[config.mk]
export PLATFORM = sky130hd
export DESIGN_NAME = alignedStreams
export DESIGN_NICKNAME = d
export VERILOG_FILES = /design/src/hw/alignPkg.sv /design/src/hw/alignedStreams.sv /design/src/hw/fastFifo.sv /design/src/hw/lookaheadReg.sv /design/src/hw/pipeMemory.sv /design/src/hw/streamSynchronizer.sv
export SDC_FILE = /design/constraint.sdc
export NUM_CORES = 2
export LEC_CHECK = 0
export BUFFER_PORTS_ARGS = -buffer_cell sky130_fd_sc_hd__buf_2
export CAP_MARGIN = 20
export CORE_MARGIN = 10
export CORE_UTILIZATION = 30
export CTS_CLUSTER_DIAMETER = 60
export DETAILED_ROUTE_END_ITERATION = 6
export SLEW_MARGIN = 20
export SYNTH_ARGS = -nofsm -noshare
export SYNTH_HDL_FRONTEND = slang
export SYNTH_SLANG_ARGS = --single-unit
[constraint.sdc]
create_clock -name rdclk -period 3.26 [get_ports rdclk]
set_input_delay 0.489 -clock rdclk [delete_from_list [all_inputs] [get_ports rdclk]]
set_output_delay 0.489 -clock rdclk [all_outputs]
set_load 0.02 [all_outputs]
[src/hw/alignPkg.sv]
package alignPkg;

    // Stream layout
    localparam int NUM_STREAMS = 3;
    localparam int DATA_WIDTH = 16;

    // FIFO geometry, one slot is always kept free
    localparam int DEPTH_LOG2 = 5;
    localparam int FIFO_DEPTH = 1 << DEPTH_LOG2;

    // Cycles from read request to valid data
    localparam int READ_LATENCY = 4;

    // Minimum spacing of synchronizer reads
    localparam int READ_PERIOD = 3;
    localparam int PHASE_WIDTH = $clog2(READ_PERIOD);

    // Free-word threshold for almostFull
    localparam int ALMOST_FULL_MARGIN = 8;

    typedef logic [DEPTH_LOG2-1:0] fifoAddr_t;

    typedef logic [PHASE_WIDTH-1:0] phase_t;

    // One word of a single stream
    typedef struct packed {
        logic [DATA_WIDTH-1:0] data;
    } streamWord_t;

    // One word per stream, stream 0 in the low field
    typedef struct packed {
        streamWord_t [NUM_STREAMS-1:0] words;
    } alignedSet_t;

endpackage

[src/hw/alignedStreams.sv]
module alignedStreams (
    input  logic                                            rdclk,
    input  logic                                            rst,

    // Stream inputs
    input  logic [alignPkg::NUM_STREAMS-1:0]                streamWrite,
    input  alignPkg::streamWord_t [alignPkg::NUM_STREAMS-1:0] streamData,
    output logic [alignPkg::NUM_STREAMS-1:0]                streamAlmostFull,

    // Aligned output
    input  logic                                            grab,
    output logic                                            setAvailable,
    output alignPkg::alignedSet_t                           setOut
);

    logic [alignPkg::NUM_STREAMS-1:0] streamEmpty;
    logic [alignPkg::NUM_STREAMS-1:0] streamValid;
    alignPkg::streamWord_t [alignPkg::NUM_STREAMS-1:0] streamOut;
    logic readPulse;

    alignPkg::alignedSet_t readSet;
    alignPkg::alignedSet_t outFifoData;
    logic outAlmostFull;
    logic outEmpty;
    logic outRead;
    logic outValid;

    // One FIFO per stream, all read together
    for (genvar i = 0; i < alignPkg::NUM_STREAMS; i++) begin : g_stream
        fastFifo #(
            .payloadType(alignPkg::streamWord_t)
        ) i_streamFifo (
            .rdclk       (rdclk),
            .rst         (rst),
            .writeEnable (streamWrite[i]),
            .dataIn      (streamData[i]),
            .almostFull  (streamAlmostFull[i]),
            .readRequest (readPulse),
            .dataOut     (streamOut[i]),
            .dataOutValid(streamValid[i]),
            .empty       (streamEmpty[i])
        );
    end

    streamSynchronizer i_sync (
        .rdclk           (rdclk),
        .rst             (rst),
        .streamEmpty     (streamEmpty),
        .outputAlmostFull(outAlmostFull),
        .readPulse       (readPulse)
    );

    // Words return together, stream 0 valid stands for the set
    assign readSet.words = streamOut;

    fastFifo #(
        .payloadType(alignPkg::alignedSet_t)
    ) i_outFifo (
        .rdclk       (rdclk),
        .rst         (rst),
        .writeEnable (streamValid[0]),
        .dataIn      (readSet),
        .almostFull  (outAlmostFull),
        .readRequest (outRead),
        .dataOut     (outFifoData),
        .dataOutValid(outValid),
        .empty       (outEmpty)
    );

    lookaheadReg #(
        .payloadType(alignPkg::alignedSet_t)
    ) i_outReg (
        .rdclk        (rdclk),
        .rst          (rst),
        .fifoEmpty    (outEmpty),
        .fifoData     (outFifoData),
        .fifoDataValid(outValid),
        .fifoRead     (outRead),
        .grab         (grab),
        .dataAvailable(setAvailable),
        .dataOut      (setOut)
    );

endmodule

[src/hw/fastFifo.sv]
module fastFifo #(
    parameter type payloadType = logic
) (
    input  logic        rdclk,
    input  logic        rst,

    // Write side
    input  logic        writeEnable,
    input  payloadType  dataIn,
    output logic        almostFull,

    // Read side, caller only requests when not empty
    input  logic        readRequest,
    output payloadType  dataOut,
    output logic        dataOutValid,
    output logic        empty
);

    alignPkg::fifoAddr_t writeAddr;
    alignPkg::fifoAddr_t readAddr;
    alignPkg::fifoAddr_t readAddrNext;
    alignPkg::fifoAddr_t writesLeft;

    logic [alignPkg::READ_LATENCY-1:0] validPipe;

    // Read pointer marks the last slot that was read
    assign writesLeft = readAddr - writeAddr;
    assign empty = writesLeft == alignPkg::fifoAddr_t'(alignPkg::FIFO_DEPTH - 1);

    // Memory already addresses the slot being requested
    assign readAddrNext = readAddr + alignPkg::fifoAddr_t'(readRequest);

    always_ff @(posedge rdclk) begin
        if (rst) begin
            // Write head starts one ahead of the read head
            writeAddr <= alignPkg::fifoAddr_t'(1);
            readAddr <= '0;
            almostFull <= 1'b0;
            validPipe <= '0;
        end else begin
            writeAddr <= writeAddr + alignPkg::fifoAddr_t'(writeEnable);
            readAddr <= readAddrNext;
            almostFull <= writesLeft < alignPkg::fifoAddr_t'(alignPkg::ALMOST_FULL_MARGIN);
            validPipe <= {validPipe[alignPkg::READ_LATENCY-2:0], readRequest};
        end
    end

    // Valid travels alongside the memory pipeline
    assign dataOutValid = validPipe[alignPkg::READ_LATENCY-1];

    pipeMemory #(
        .payloadType(payloadType)
    ) i_memory (
        .rdclk      (rdclk),
        .writeEnable(writeEnable),
        .writeAddr  (writeAddr),
        .dataIn     (dataIn),
        .readAddr   (readAddrNext),
        .dataOut    (dataOut)
    );

endmodule

[src/hw/lookaheadReg.sv]
module lookaheadReg #(
    parameter type payloadType = logic
) (
    input  logic        rdclk,
    input  logic        rst,

    // Read side of the FIFO
    input  logic        fifoEmpty,
    input  payloadType  fifoData,
    input  logic        fifoDataValid,
    output logic        fifoRead,

    // Consumer side
    input  logic        grab,
    output logic        dataAvailable,
    output payloadType  dataOut
);

    // Set a read is pending, a second read would overwrite it
    logic inFlight;

    assign fifoRead = !fifoEmpty && (grab || (!dataAvailable && !inFlight));

    always_ff @(posedge rdclk) begin
        if (rst) begin
            dataAvailable <= 1'b0;
            inFlight <= 1'b0;
        end else begin
            if (grab) begin
                dataAvailable <= 1'b0;
            end else if (fifoDataValid) begin
                dataAvailable <= 1'b1;
                inFlight <= 1'b0;
            end
            // Never coincides with a returning valid
            if (fifoRead) begin
                inFlight <= 1'b1;
            end
        end
    end

    always_ff @(posedge rdclk) begin
        if (fifoDataValid) begin
            dataOut <= fifoData;
        end
    end

endmodule

[src/hw/pipeMemory.sv]
module pipeMemory #(
    parameter type payloadType = logic
) (
    input  logic                    rdclk,

    // Write port
    input  logic                    writeEnable,
    input  alignPkg::fifoAddr_t     writeAddr,
    input  payloadType              dataIn,

    // Read port, read every cycle
    input  alignPkg::fifoAddr_t     readAddr,
    output payloadType              dataOut
);

    payloadType memArray [alignPkg::FIFO_DEPTH];

    // Registered read followed by output stages
    payloadType readStages [alignPkg::READ_LATENCY];

    always_ff @(posedge rdclk) begin
        if (writeEnable) begin
            memArray[writeAddr] <= dataIn;
        end
    end

    always_ff @(posedge rdclk) begin
        readStages[0] <= memArray[readAddr];
        for (int i = 1; i < alignPkg::READ_LATENCY; i++) begin
            readStages[i] <= readStages[i-1];
        end
    end

    assign dataOut = readStages[alignPkg::READ_LATENCY-1];

endmodule

[src/hw/streamSynchronizer.sv]
module streamSynchronizer (
    input  logic                              rdclk,
    input  logic                              rst,

    // Stream FIFO levels
    input  logic [alignPkg::NUM_STREAMS-1:0]  streamEmpty,

    // Output FIFO level
    input  logic                              outputAlmostFull,

    // Common read of all stream FIFOs
    output logic                              readPulse
);

    alignPkg::phase_t phase;
    logic allHaveData;
    logic readNow;

    assign allHaveData = ~|streamEmpty;

    // Only one read slot per period
    assign readNow = (phase == '0) && allHaveData && !outputAlmostFull;

    // Free-running phase counter
    always_ff @(posedge rdclk) begin
        if (rst) begin
            phase <= '0;
        end else if (phase == alignPkg::phase_t'(alignPkg::READ_PERIOD - 1)) begin
            phase <= '0;
        end else begin
            phase <= phase + alignPkg::phase_t'(1);
        end
    end

    // Registered decision gives a clean single-cycle pulse
    always_ff @(posedge rdclk) begin
        if (rst) begin
            readPulse <= 1'b0;
        end else begin
            readPulse <= readNow;
        end
    end

endmodule

==> metrics.md <==
| Metric | Value |
|---|---|
| R2r setup slk | -220 ps |
| CTS root buffer | clkbuf_16 |
| Post-Syn Area | 130,000 um^2 |
| Ranking of synthesized cells by area | edfxtp_1 72%, mux4_2 13%, dfxtp_1 6.8%, mux2i_1 2.2%, a221oi_2 1.1% |
| Vias in the first global route | 63,500 |
| Initial DRT Pass Iterations | 6 |
| CP Launch Type | flop |
| CTS tree | built |
| Cell-internal power | 105 mW |
| Hold Crit Start | streamData[37] |
| Worst Max-Slew Pin Slew | 1100 ps |
| CP required | 4060 ps |
| Yosys Warn Count | 0 |
| Detailed-placement wirelength estimate | 179,000 um |
| Final worst path period need | 3480 ps |
| Vias per inst | 4.88 |
| Nets@finish | 6,663 |
| All-layer global routing usage | 0.134 |
| Part of the power in registers | 0.412 |
| Fraction of layout cells with a size suffix above 1 | 0.335 |
| Crit Path Class | reg -> reg |
| Sw Ratio | 0.275 |
| Clk pin slew, worst setup/hold paths | 60 ps |
| Share of the synthesized area in the top cell type | 0.718 |
| Final Setup Violations | 48 |
| Initial antenna violation count | 21 |
| Wirelength, routed | 322,000 um |
| Mux cell area share after synthesis | 0.155 |
| Die ar. | 462,000 um^2 |
| Final worst slack | -218 ps |
| Max-cap viol count | 0 |
| FP Rows | 242 |
| P_sw | 39.9 mW |
| Synth top cells by count | 3,120 x edfxtp_1, 768 x mux4_2, 441 x dfxtp_1 |
| Remaining global-route overflow | 0 |
| Reg2reg start | i_outFifo.writeAddr[2] |
| CTS Buf Count | 377 |
| Slew Viols, Final | 0 |
| Area leader, netlist | edfxtp_1 |
| Largest family of logic cells by synthesized area | multiplexers |
| Post-synth EDFFs | 3,120 |
| Fin crit share | 1.07 |
| Slew headroom | 0.265 |
| Worst min path class | in -> reg |
| Synth Area in XOR/XNOR | 0.00356 |
| Peak VDD IR | 0.000604 V |
| Worst Hold End | g_stream[2].i_streamFifo.i_memory.memArray[6][5] |
| Outcome | finished with violations |
| Core area | 434,000 um^2 |
| F_max | 288 MHz |
| Synth Area in Compound Gates | 0.0216 |
| Placement Cell Area | 142,000 um^2 |
| Placer Congestion | 0.772 |
| Syn_nets | 5,851 |
| DRC | 0 |
| Sink count of the clock tree | 3,561 |
| Die Wd | 679 um |
| Seq/Total Area, Yosys | 0.786 |
| CP max stage cell | dfxtp_2 |
| Post-synthesis adder-cell area fraction | 0.00387 |
| First-pass GRT wire length | 460,000 um |
| Setup crit start | i_outFifo.writeAddr[2] |
| Synth Flop Type | edfxtp_1 |
| R2R Path End | i_outFifo.i_memory.readStages[0][26] |
| Post-synthesis async set-or-reset flop share | 0 |
| Wire length per cell | 25.5 um |
| Worst path max stage delay | 330 ps |
| Pre-CTS setup slack | -457 ps |
| Crit path max fanout | 8 |
| IO buf count | 105 |
| Critical Path AT | 4280 ps |
| Fin area | 158,000 um^2 |
| Setup_tns | -8460 ps |
| Layout area overhead | 20.8% |
| Fin. Hold Viols | 0 |
| FILL cells | 39,100 |
| RSZ-0062 raised after global routing | yes |
| Critical path endpoint category | flop |
| Largest net degree at the start of global routing | 66 |
| Syn avg cell area | 22.7 um^2 |
| Netlist cell types | 53 |
| Clk buf depth | 4 |
| Most numerous cell in the Yosys netlist | edfxtp_1 |
| Crit-path most repeated cell | buf_12 |
| Post-Syn Instances | 5,759 |
| ANT nets after route | 0 |
| Static Leak | 50.1 nW |
| Comb pwr share | 0.292 |
| Setup Skew | 53.4 ps |
| Initial DRC Count | 6,297 |
| Failing checks | negative setup slack |
| Reg2Reg Depth | 16 |
| Worst-Skew Late Latency | 960 ps |
| Clk pwr share | 0.297 |
| Die height | 679 um |
| #FFs+latches synth | 3,561 |
| Simple-gate share of the synthesized area | 0.0162 |
| CTS H-tree lvls | 5 |
| Hold depth | 1 |
| Ports | 106 |
| Via count | 61,700 |
| PwrDens | 919 nW/um^2 |
| Initial Utilization | 0.301 |
| CP Cell Sequence | inv_1 -> ha_1 -> nor2b_2 -> buf_4 -> buf_4 -> nor4_4 -> a31oi_2 -> ha_4 -> ha_4 -> buf_12 -> buf_12 -> buf_12 -> buf_12 -> mux4_2 -> mux2i_2 -> a221oi_2 |
[stage by stage]
step                      instances  power (mW)   util  hold slack, ps
final                         12600         145  0.363            96.5
after global routing          12600         151  0.363            63.1
after CTS                     12600         144  0.361            10.2
after detailed placement      11800        96.3  0.327             312
after global placement        11800        95.7  0.327             313
after floorplan                5759        84.3      -             310
[worst max-delay path by stage]
stage          slack (ps)                                    to  cells past startpoint
2_1_floorplan        -130     i_outFifo.i_memory.memArray[0][0]                      3
3_3_place_gp         -630  i_outFifo.i_memory.readStages[0][33]                     16
3_5_place_dp         -460  i_outFifo.i_memory.readStages[0][33]                     16
4_1_cts              -210  i_outFifo.i_memory.readStages[0][19]                     17
5_1_grt              -340  i_outFifo.i_memory.readStages[0][27]                     17
6_report             -220  i_outFifo.i_memory.readStages[0][26]                     16
[critical path, delay by kind of cell, from the launching register on]
family	cells	cell delay (ps)
multiplexers	2	510
buffers and inverters	7	910
adder cells (fa/ha/maj)	3	820
AND/OR/NAND/NOR	2	490
flip-flops	1	330
AO/OA/AOI/OAI	2	250
[layer usage]
metal  vias to the layer above  global-route usage  wire, um
met1                     33300               0.183    135000
li1                      25700                   -         -
met3                       462              0.0237     21900
met2                      2191               0.223    158000
met5                         -                   0        23
met4                         4              0.0346      8080
[final cells by class]
type | count | area, um^2 | share of cell area
Antenna cell | 12 | 30.0 | 0.000191
Clock buffer | 485 | 10200 | 0.0648
Clock inverter | 214 | 2290 | 0.0146
Inverter | 35 | 131 | 0.000834
Multi-Input combinational cell | 1882 | 26900 | 0.170
Sequential cell | 3561 | 103000 | 0.651
Tap cell | 5734 | 7170 | 0.0455
Timing Repair Buffer | 714 | 8370 | 0.0531
[layout by cell type, fill, tap and decap left out, types with 33 or more instances in the layout]
master	instances
a221oi_2	96
a32o_1	52
a32o_2	44
buf_12	129
buf_16	50
buf_2	105
buf_4	347
bufinv_16	34
clkbuf_1	76
clkbuf_16	406
clkinv_1	46
clkinv_2	68
dfxtp_1	434
edfxtp_1	3120
inv_1	33
mux2i_1	263
mux4_2	768
nand2_1	186
nand3_1	50
nor2_1	137
nor2_4	33
[logic make-up (layout without fill, tap and decap cells)]
| kind of cell | Yosys count | in the layout |
|---|---|---|
| DFF | 3561 | 3561 |
| muxes | 1058 | 1058 |
| and+or+nand+nor | 493 | 493 |
| buffers and inverters | 317 | 1448 |
| AOI/OAI and AO/OA | 248 | 249 |
| xor gates and xnor gates | 44 | 44 |
| adders and majority gates | 38 | 38 |
| other | 0 | 12 |
[power groups by stage]
stage	registers (mW)	clock network, mW	logic [mW]
3_5_place_dp	60.8	0	35.5
4_1_cts	59.9	44.0	40.2
6_report	59.6	42.9	42.2
3_3_place_gp	60.5	0	35.2
5_1_grt	60.3	45.9	44.9
2_1_floorplan	58.3	0	26.0
[sequential cells by signal, summed over array words and instances, names as in the netlist]
signal                                     cells
g_stream.i_streamFifo.almostFull               3
g_stream.i_streamFifo.i_memory.memArray     1536
g_stream.i_streamFifo.i_memory.readStages    192
g_stream.i_streamFifo.readAddr                15
g_stream.i_streamFifo.validPipe                4
g_stream.i_streamFifo.writeAddr               15
i_outFifo.almostFull                           1
i_outFifo.i_memory.memArray                 1536
i_outFifo.i_memory.readStages                192
i_outFifo.readAddr                             5
i_outFifo.validPipe                            4
i_outFifo.writeAddr                            5
i_outReg.dataAvailable                         1
i_outReg.dataOut                              48
i_outReg.inFlight                              1
i_sync.phase                                   2
i_sync.readPulse                               1
[timing repair]
| item | 4_1_cts | 5_1_grt |
|---|---|---|
| setup endpoints to repair | 48 | 48 |
| hold endpoints to repair | 175 | 0 |
| gates resized for setup | 158 | 75 |
| pin swaps | 19 | 30 |
| gates cloned | 29 | 24 |
| hold buffers | 19 | 0 |
| setup buffers | 50 | 44 |
Note: power is estimated with default switching activity, not from simulation.
